**src/include/runner_consts.svh**
```systemverilog
`ifndef RUNNER_CONSTS_SVH
`define RUNNER_CONSTS_SVH

// Display geometry
`define SCREEN_W        160
`define SCREEN_H        120
`define SPRITE_SIZE     10

// 3-bit colour codes
`define COL_BLACK       3'd0
`define COL_RED         3'd4
`define COL_YELLOW      3'd6
`define COL_WHITE       3'd7

// Sprite kinds
`define SPRITE_SQUARE   1'b0
`define SPRITE_SPIKE    1'b1

// Player idle position, bottom-left corner
`define PLAYER_X        59
`define PLAYER_Y        89

// Level and scrolling
`define NUM_OBSTACLES   10
`define WORLD_W         320     // Scroll offset wraps here
`define SCROLL_STEP     2

// Minimum cycles between frame starts
`define FRAME_CYCLES    24000

// Credits toward the frame buffer
`define CREDIT_MAX      4

`endif

```
**src/verilog/runner_pkg.sv**
```systemverilog
package runner_pkg;

    typedef logic [10:0] coord_t;   // Screen or world coordinate
    typedef logic [2:0]  colour_t;
    typedef logic        sprite_t;  // Square or spike
    typedef logic [3:0]  row_t;     // Sprite row or column index
    typedef logic [7:0]  span_t;    // Job width or height

    // One rectangle for the rasterizer, corner is bottom-left
    typedef struct packed {
        coord_t  x;
        coord_t  y;
        span_t   w;
        span_t   h;
        colour_t colour;
        sprite_t sprite;
        logic    use_mask;   // Apply sprite row limits
        logic    plain;      // Walk rows downward from y (screen fill)
    } raster_job_t;

    typedef struct packed {
        coord_t  x;
        coord_t  y;
        colour_t colour;
    } pixel_t;

    typedef enum logic [2:0] {
        SEQ_IDLE,
        SEQ_CLEAR,
        SEQ_PLAYER,
        SEQ_OBSTACLE,
        SEQ_DONE
    } seq_state_t;

endpackage

```
**src/verilog/sprite_rom.sv**
```systemverilog
`timescale 1ns/1ps
`include "runner_consts.svh"

module sprite_rom (
    input  runner_pkg::sprite_t sprite,
    input  runner_pkg::row_t    row,
    output runner_pkg::row_t    row_start,
    output runner_pkg::row_t    row_end
);

    // Row 0 is the bottom row of the sprite
    always_comb begin
        row_start = 4'd0;
        row_end   = 4'd9;
        if (sprite == `SPRITE_SPIKE) begin
            case (row)
                4'd0: {row_start, row_end} = {4'd0, 4'd9};  // Wide base
                4'd1: {row_start, row_end} = {4'd0, 4'd9};
                4'd2: {row_start, row_end} = {4'd1, 4'd8};
                4'd3: {row_start, row_end} = {4'd1, 4'd8};
                4'd4: {row_start, row_end} = {4'd2, 4'd7};
                4'd5: {row_start, row_end} = {4'd2, 4'd7};
                4'd6: {row_start, row_end} = {4'd3, 4'd6};
                4'd7: {row_start, row_end} = {4'd3, 4'd6};
                4'd8: {row_start, row_end} = {4'd4, 4'd5};
                4'd9: {row_start, row_end} = {4'd4, 4'd5};  // Tip
                default: begin
                    // Outside the sprite, keep the full row
                    row_start = 4'd0;
                    row_end   = 4'd9;
                end
            endcase
        end
    end

endmodule

```
**src/verilog/obstacle_table.sv**
```systemverilog
`timescale 1ns/1ps
`include "runner_consts.svh"

module obstacle_table (
    input  logic                clock_50,
    input  logic                rst,
    input  logic                advance_scroll,
    input  logic [3:0]          obs_index,
    output runner_pkg::coord_t  obs_x,
    output runner_pkg::coord_t  obs_y,
    output runner_pkg::sprite_t obs_sprite,
    output runner_pkg::colour_t obs_colour,
    output logic                obs_visible
);

    runner_pkg::coord_t offset;      // Scroll position in world columns
    runner_pkg::coord_t next_offset;
    runner_pkg::coord_t world_x;
    logic               in_table;

    // Level layout, world x and y level per obstacle
    always_comb begin
        in_table = 1'b1;
        world_x  = '0;
        obs_y    = '0;
        case (obs_index)
            4'd0:    {world_x, obs_y} = {11'd69,  11'd89};
            4'd1:    {world_x, obs_y} = {11'd99,  11'd59};
            4'd2:    {world_x, obs_y} = {11'd109, 11'd39};
            4'd3:    {world_x, obs_y} = {11'd119, 11'd59};
            4'd4:    {world_x, obs_y} = {11'd129, 11'd89};
            4'd5:    {world_x, obs_y} = {11'd139, 11'd89};
            4'd6:    {world_x, obs_y} = {11'd149, 11'd59};
            4'd7:    {world_x, obs_y} = {11'd159, 11'd39};
            4'd8:    {world_x, obs_y} = {11'd169, 11'd59};
            4'd9:    {world_x, obs_y} = {11'd179, 11'd89};
            default: in_table = 1'b0;
        endcase
    end

    // First half are blocks, second half spikes
    assign obs_sprite = (obs_index < 4'(`NUM_OBSTACLES / 2)) ? `SPRITE_SQUARE : `SPRITE_SPIKE;
    assign obs_colour = (obs_sprite == `SPRITE_SPIKE) ? `COL_WHITE : `COL_YELLOW;

    assign obs_x       = world_x - offset;
    assign obs_visible = in_table && (world_x >= offset) &&
                         (obs_x <= runner_pkg::coord_t'(`SCREEN_W - 1));

    assign next_offset = offset + runner_pkg::coord_t'(`SCROLL_STEP);

    always_ff @(posedge clock_50) begin
        if (rst) begin
            offset <= '0;
        end else if (advance_scroll) begin
            if (next_offset >= runner_pkg::coord_t'(`WORLD_W))
                offset <= next_offset - runner_pkg::coord_t'(`WORLD_W);  // Wrap the world
            else
                offset <= next_offset;
        end
    end

endmodule

```
**src/verilog/raster_engine.sv**
```systemverilog
`timescale 1ns/1ps
`include "runner_consts.svh"

module raster_engine (
    input  logic                    clock_50,
    input  logic                    rst,
    input  runner_pkg::raster_job_t job,
    input  logic                    job_valid,
    input  logic                    credit_return,
    input  runner_pkg::row_t        row_start,
    input  runner_pkg::row_t        row_end,
    output logic                    job_ready,
    output logic                    job_done,
    output runner_pkg::pixel_t      pix,
    output logic                    pix_valid,
    output runner_pkg::sprite_t     sprite,
    output runner_pkg::row_t        row
);

    runner_pkg::raster_job_t cur;    // Job being walked
    runner_pkg::span_t       col_cnt;
    runner_pkg::span_t       row_cnt;
    logic                    busy;
    logic [2:0]              credits;
    logic                    in_mask;
    logic                    in_screen;
    logic                    step;
    logic                    row_last;
    logic                    last;

    assign job_ready = !busy;
    assign sprite    = cur.sprite;
    assign row       = row_cnt[3:0];   // Sprite row from the bottom

    always_comb begin
        pix.x      = cur.x + runner_pkg::coord_t'(col_cnt);
        pix.y      = cur.plain ? cur.y + runner_pkg::coord_t'(row_cnt)
                               : cur.y - runner_pkg::coord_t'(row_cnt);
        pix.colour = cur.colour;
    end

    assign in_mask   = !cur.use_mask ||
                       ((col_cnt >= runner_pkg::span_t'(row_start)) &&
                        (col_cnt <= runner_pkg::span_t'(row_end)));
    assign in_screen = pix.x < runner_pkg::coord_t'(`SCREEN_W);  // Right edge clip

    assign pix_valid = busy && in_mask && in_screen && (credits != 3'd0);
    // Masked or clipped positions are skipped without a credit
    assign step      = pix_valid || (busy && !(in_mask && in_screen));
    assign row_last  = col_cnt == cur.w - 1'b1;
    assign last      = row_last && (row_cnt == cur.h - 1'b1);

    always_ff @(posedge clock_50) begin
        if (job_valid && job_ready)
            cur <= job;
    end

    always_ff @(posedge clock_50) begin
        if (rst) begin
            busy     <= 1'b0;
            job_done <= 1'b0;
            col_cnt  <= '0;
            row_cnt  <= '0;
        end else begin
            job_done <= step && last;
            if (job_valid && job_ready) begin
                busy    <= 1'b1;
                col_cnt <= '0;
                row_cnt <= '0;
            end else if (step) begin
                if (row_last) begin
                    col_cnt <= '0;
                    row_cnt <= row_cnt + 1'b1;
                    if (last)
                        busy <= 1'b0;
                end else begin
                    col_cnt <= col_cnt + 1'b1;
                end
            end
        end
    end

    // Credit counter, saturates at the reset value
    always_ff @(posedge clock_50) begin
        if (rst) begin
            credits <= 3'(`CREDIT_MAX);
        end else begin
            case ({pix_valid, credit_return})
                2'b10:   credits <= credits - 1'b1;
                2'b01:   if (credits < 3'(`CREDIT_MAX)) credits <= credits + 1'b1;
                default: credits <= credits;   // Spend and return cancel
            endcase
        end
    end

endmodule

```
**src/verilog/draw_sequencer.sv**
```systemverilog
`timescale 1ns/1ps
`include "runner_consts.svh"

module draw_sequencer (
    input  logic                    clock_50,
    input  logic                    rst,
    input  logic                    run,
    input  logic                    job_ready,
    input  logic                    job_done,
    input  runner_pkg::coord_t      obs_x,
    input  runner_pkg::coord_t      obs_y,
    input  runner_pkg::sprite_t     obs_sprite,
    input  runner_pkg::colour_t     obs_colour,
    input  logic                    obs_visible,
    output runner_pkg::raster_job_t job,
    output logic                    job_valid,
    output logic [3:0]              obs_index,
    output logic                    advance_scroll,
    output logic                    frame_done
);

    runner_pkg::seq_state_t state;
    logic                   issued;      // Job accepted, waiting for job_done
    logic [14:0]            frame_cnt;   // Cycles since last frame start
    logic                   frame_start;
    logic                   last_obs;
    logic                   want_job;

    assign frame_start = (state == runner_pkg::SEQ_IDLE) && run &&
                         (frame_cnt >= 15'(`FRAME_CYCLES));
    assign last_obs    = obs_index == 4'(`NUM_OBSTACLES - 1);
    assign want_job    = (state == runner_pkg::SEQ_CLEAR) || (state == runner_pkg::SEQ_PLAYER) ||
                         ((state == runner_pkg::SEQ_OBSTACLE) && obs_visible);
    assign job_valid      = want_job && !issued;
    assign frame_done     = state == runner_pkg::SEQ_DONE;
    assign advance_scroll = state == runner_pkg::SEQ_DONE;

    always_comb begin
        job          = '0;
        job.w        = runner_pkg::span_t'(`SPRITE_SIZE);
        job.h        = runner_pkg::span_t'(`SPRITE_SIZE);
        job.use_mask = 1'b1;
        case (state)
            runner_pkg::SEQ_CLEAR: begin
                job.w        = runner_pkg::span_t'(`SCREEN_W);
                job.h        = runner_pkg::span_t'(`SCREEN_H);
                job.colour   = `COL_BLACK;
                job.sprite   = `SPRITE_SQUARE;
                job.use_mask = 1'b0;
                job.plain    = 1'b1;   // Top row first
            end
            runner_pkg::SEQ_PLAYER: begin
                job.x      = runner_pkg::coord_t'(`PLAYER_X);
                job.y      = runner_pkg::coord_t'(`PLAYER_Y);
                job.colour = `COL_RED;
                job.sprite = `SPRITE_SQUARE;
            end
            default: begin
                job.x      = obs_x;
                job.y      = obs_y;
                job.colour = obs_colour;
                job.sprite = obs_sprite;
            end
        endcase
    end

    always_ff @(posedge clock_50) begin
        if (rst) begin
            state     <= runner_pkg::SEQ_IDLE;
            issued    <= 1'b0;
            obs_index <= '0;
            frame_cnt <= 15'(`FRAME_CYCLES);  // First frame may start at once
        end else begin
            if (frame_start)
                frame_cnt <= 15'd1;
            else if (frame_cnt < 15'(`FRAME_CYCLES))
                frame_cnt <= frame_cnt + 15'd1;

            if (job_valid && job_ready)
                issued <= 1'b1;
            else if (job_done)
                issued <= 1'b0;

            case (state)
                runner_pkg::SEQ_IDLE:   if (frame_start) state <= runner_pkg::SEQ_CLEAR;
                runner_pkg::SEQ_CLEAR:  if (job_done) state <= runner_pkg::SEQ_PLAYER;
                runner_pkg::SEQ_PLAYER: begin
                    if (job_done) begin
                        state     <= runner_pkg::SEQ_OBSTACLE;
                        obs_index <= '0;
                    end
                end
                runner_pkg::SEQ_OBSTACLE: begin
                    // Invisible entries are passed over with no job
                    if (job_done || (!obs_visible && !issued)) begin
                        if (last_obs)
                            state <= runner_pkg::SEQ_DONE;
                        else
                            obs_index <= obs_index + 1'b1;
                    end
                end
                default: state <= runner_pkg::SEQ_IDLE;  // Done lasts one cycle
            endcase
        end
    end

endmodule

```
**src/verilog/scene_renderer.sv**
```systemverilog
`timescale 1ns/1ps

module scene_renderer (
    input  logic               clock_50,
    input  logic               rst,
    input  logic               run,
    input  logic               credit_return,
    output runner_pkg::pixel_t pix,
    output logic               pix_valid,
    output logic               frame_done
);

    // Job handshake
    runner_pkg::raster_job_t job;
    logic                    job_valid;
    logic                    job_ready;
    logic                    job_done;

    // Level lookup
    logic [3:0]              obs_index;
    logic                    advance_scroll;
    runner_pkg::coord_t      obs_x;
    runner_pkg::coord_t      obs_y;
    runner_pkg::sprite_t     obs_sprite;
    runner_pkg::colour_t     obs_colour;
    logic                    obs_visible;

    // Sprite row limits
    runner_pkg::sprite_t     sprite;
    runner_pkg::row_t        row;
    runner_pkg::row_t        row_start;
    runner_pkg::row_t        row_end;

    draw_sequencer u_sequencer (
        .clock_50       (clock_50),
        .rst            (rst),
        .run            (run),
        .job_ready      (job_ready),
        .job_done       (job_done),
        .obs_x          (obs_x),
        .obs_y          (obs_y),
        .obs_sprite     (obs_sprite),
        .obs_colour     (obs_colour),
        .obs_visible    (obs_visible),
        .job            (job),
        .job_valid      (job_valid),
        .obs_index      (obs_index),
        .advance_scroll (advance_scroll),
        .frame_done     (frame_done)
    );

    obstacle_table u_obstacles (
        .clock_50       (clock_50),
        .rst            (rst),
        .advance_scroll (advance_scroll),
        .obs_index      (obs_index),
        .obs_x          (obs_x),
        .obs_y          (obs_y),
        .obs_sprite     (obs_sprite),
        .obs_colour     (obs_colour),
        .obs_visible    (obs_visible)
    );

    raster_engine u_raster (
        .clock_50      (clock_50),
        .rst           (rst),
        .job           (job),
        .job_valid     (job_valid),
        .credit_return (credit_return),
        .row_start     (row_start),
        .row_end       (row_end),
        .job_ready     (job_ready),
        .job_done      (job_done),
        .pix           (pix),
        .pix_valid     (pix_valid),
        .sprite        (sprite),
        .row           (row)
    );

    sprite_rom u_sprite_rom (
        .sprite    (sprite),
        .row       (row),
        .row_start (row_start),
        .row_end   (row_end)
    );

endmodule

```
**config.mk**
```make
export PLATFORM = sky130hd
export DESIGN_NAME = scene_renderer
export DESIGN_NICKNAME = d
export VERILOG_FILES = /design/src/verilog/runner_pkg.sv /design/src/verilog/sprite_rom.sv /design/src/verilog/obstacle_table.sv /design/src/verilog/raster_engine.sv /design/src/verilog/draw_sequencer.sv /design/src/verilog/scene_renderer.sv
export VERILOG_INCLUDE_DIRS = /design/src /design/src/include
export SDC_FILE = /design/constraint.sdc
export NUM_CORES = 1
export LEC_CHECK = 0
export BUFFER_PORTS_ARGS = -buffer_cell sky130_fd_sc_hd__buf_2
export CELL_PAD_IN_SITES_DETAIL_PLACEMENT = 1
export CELL_PAD_IN_SITES_GLOBAL_PLACEMENT = 1
export CORE_MARGIN = 2
export CORE_UTILIZATION = 47
export CTS_CLUSTER_DIAMETER = 100
export DETAILED_ROUTE_END_ITERATION = 10
export PLACE_DENSITY = 0.82
export SETUP_SLACK_MARGIN = 0.2
export SYNTH_ARGS = -nofsm -noshare
export SYNTH_HDL_FRONTEND = slang
export SYNTH_SLANG_ARGS = --single-unit
```
**constraint.sdc**
```tcl
create_clock -name clock_50 -period 4.55 [get_ports clock_50]
set_clock_uncertainty 0.15 [all_clocks]
set_input_delay 0.91 -clock clock_50 [delete_from_list [all_inputs] [get_ports clock_50]]
set_output_delay 0.91 -clock clock_50 [all_outputs]
set_load 0.02 [all_outputs]
```
==> flow_summary.json <==
{
  "period_share_pct": 90.6,
  "relSlewSlack_pct": 53.1,
  "cts_root_buffer": "clkbuf_16",
  "seq_area_frac_synth_pct": 31.0,
  "clk_latency_ns": 0.35,
  "period_minus_slack_ns": 4.12,
  "overflow": 0,
  "drive_gt1_share_pct": 13.5,
  "path_max_fanout": 6,
  "dieWidth_um": 116,
  "status": "completed",
  "synth_top_area_share_pct": 20.3,
  "fin_tns_setup_ns": 0,
  "ys_top_cells_by_area": "dfxtp_1 20%, edfxtp_1 11%, ha_1 9.1%",
  "grt_pass1_vias": 5383,
  "synth.most_common_cell": "nor2_1",
  "gp_congestion": 0.919,
  "drc": 0,
  "hpwl_um": 12000,
  "coreArea_sq_um": 12200,
  "drtPass1Iterations": 4,
  "grt_start_max_net_pins": 35,
  "ir_worst_vdd_v": 0.000211,
  "syn-num-nets": 775,
  "routedWlPerCell_um": 17.4,
  "placed_cell_area_sq_um": 6180,
  "rsz0062_at_grt": "false",
  "postCtsHoldBufs": 0,
  "slew_viol_final": 0,
  "antennaDiodeCount": 0,
  "io_pins": 31,
  "worstPathRequired_ns": 3.49,
  "rows": 40,
  "slowest_delay_ns": 0.37,
  "p_leak_nw": 2.65,
  "cts_sinks": 81,
  "port_buffers": 30,
  "drt_iter0_markers": 264,
  "cp_num_buf_inv": 2,
  "crit_type": "flop to primary output",
  "arrival_ns": 3.06,
  "syn2layout_area_growth_pct": 11.5,
  "multiInputGateArea_sq_um": 3860,
  "grt_pass1_wl_um": 26100,
  "die_h_um": 116,
  "num_vias": 5346,
  "yosysTopAreaCell": "dfxtp_1",
  "synth_top_flop_cell": "dfxtp_1",
  "hold_path.class": "flop to flop",
  "final_area_sq_um": 6590,
  "start_util_pct": 48.6,
  "crit_chain": "inv_1 -> ha_4 -> mux2_2 -> ha_1 -> a21o_1 -> a21oi_2 -> o21bai_1 -> a21oi_2 -> o21bai_1 -> a21oi_2 -> a21oi_1 -> nor3_1 -> buf_2",
  "clockBufferDepth": 2,
  "cap_violations": 0,
  "dieArea_sq_um": 13500,
  "fin_nets": 795,
  "viasPerCell": 5.83,
  "synth_cells": 724,
  "numCtsBuffers": 9,
  "critical_path.top_delay_family": "compound AO/OA/AOI/OAI gates",
  "worstSetupEndpointType": "primary output",
  "cpMaxStageDelayCell": "dfxtp_2",
  "netlist_top_cells_count": "90 x nor2_1, 61 x nand2_1, 60 x dfxtp_1, 49 x a21oi_1, 43 x ha_1",
  "synth.distinct_cells": 70,
  "synth-seq-cells": 81,
  "worst_pin_slew_ns": 0.698,
  "cts_htree_levels": 3,
  "synth_edf_count": 21,
  "fmax_mhz": 243,
  "synth_area_per_cell_sq_um": 8.16,
  "synth_area_sq_um": 5910,
  "path_clk_slew_ns": 0.07,
  "antenna_found_initial": 0,
  "ys_warn_count": 0,
  "track_usage_pct": 24.3,
  "crit_path_frequent_cell": "a21oi_2",
  "final_util_pct": 54.2,
  "regArea_sq_um": 1840,
  "cts_tree": "done",
  "nFillCells": 1494,
  "cp-start-kind": "flop",
  "power.density_nw_per_um2": 419,
  "antenna_left": 0,
  "final_hold_viol_count": 0,
  "async_reset_ff_share_pct": 0,
  "setup_viol": 0,
  "wirelength_um": 15900
}
==> state kept, by name, summed over array words and instances (netlist names), named ones only <==
register               count
u_obstacles.offset        10
u_sequencer.issued         1
u_raster.cur              18
u_sequencer.obs_index      4
u_raster.pix               3
u_sequencer.state          3
u_raster.job_done          1
u_raster.row_cnt           8
u_raster.busy              1
u_raster.col_cnt           8
u_raster.credits           3
u_sequencer.frame_cnt     15
==> worst reg2reg max path, delay by kind of cell, from the launching register on <==
family                   cells  cell delay (ns)
AO/OA/AOI/OAI                4             0.88
adder cells (fa/ha/maj)      2             0.71
buffers and inverters        1             0.09
flip-flops                   1             0.37
multiplexers                 1             0.33
AND/OR/NAND/NOR              6             1.47
==> layout make-up <==
class / count / share of cell area (%)
Clock buffer: 9 / 3.42
Clock inverter: 7 / 1.18
Tap cell: 168 / 3.19
Timing Repair Buffer: 36 / 3.15
Inverter: 38 / 2.22
Sequential cell: 81 / 27.9
Timing Repair inverter: 3 / 0.342
Multi-Input combinational cell: 575 / 58.6
==> kinds of logic (layout without fill, tap and decap cells) <==
logic type | Yosys count | count (layout) | synth area share, %
AO/OA/AOI/OAI | 178 | 178 | 20.6
XOR/XNOR | 52 | 52 | 7.71
adder cells (fa/ha/maj) | 47 | 47 | 10.5
buffers and inverters | 68 | 93 | 4.66
flip-flops | 81 | 81 | 31.0
multiplexers | 8 | 8 | 1.46
AND/OR/NAND/NOR | 290 | 290 | 24.1
==> path summary, 6_finish.rpt <==
check	startpoint	to	slack, ns	cells after the start
min reg2reg	u_sequencer.obs_index[0]	u_sequencer.obs_index[0]	0.35	2
max	u_raster.row_cnt[1]	pix[12]	0.43	13
min	u_sequencer.obs_index[0]	u_sequencer.obs_index[0]	0.35	2
max reg2reg	u_sequencer.obs_index[0]	u_raster.row_cnt[4]	0.51	14
==> repair_timing <==
item | CTS | global route
buffers inserted | 0 | 1
pin swaps | 0 | 1
endpoints found under the setup margin | 26 | 44
gates cloned | 0 | 3
gates resized for setup | 6 | 17
==> stage by stage <==
stage | instances | worst slack, ns | hold WS (ns) | total power (W)
after detailed placement | 897 | 0.217 | 0.368 | 0.00196
after global routing | 917 | 0.213 | 0.375 | 0.00293
final | 917 | 0.427 | 0.347 | 0.00276
after CTS | 913 | 0.174 | 0.382 | 0.00272
after global placement | 897 | 0.399 | 0.340 | 0.00190
after floorplan | 724 | 0.426 | 0.320 | 0.00169
==> routing by layer <==
layer  vias to the layer above  part of all wire, %  track usage [%]
li1                       2623                    -                -
met5                         -                    0                0
met1                      2636                   46             30.3
met4                         0                  1.2             6.83
met2                        72                   51             43.4
met3                        15                  1.8             4.26
==> where the power goes <==
| part | internal (W) | leakage (nW) | switching [W] |
|---|---|---|---|
| Combinational | 0.000333 | 1.82 | 0.000622 |
| Clock | 0.000431 | 0.148 | 0.000320 |
| Sequential | 0.000899 | 0.674 | 0.000157 |
==> cell usage in the layout, fill, tap and decap left out, drive strengths merged, types with 21 or more instances in the layout <==
cell,netlist,routed
a21oi,49,49
buf,9,36
dfxtp,60,60
edfxtp,21,21
ha,43,43
inv,38,40
nand2,62,62
nand3,24,24
nor2,91,91
o21ai,44,44
xnor2,26,26
xor2,26,26
(Power assumes the default switching activity.)
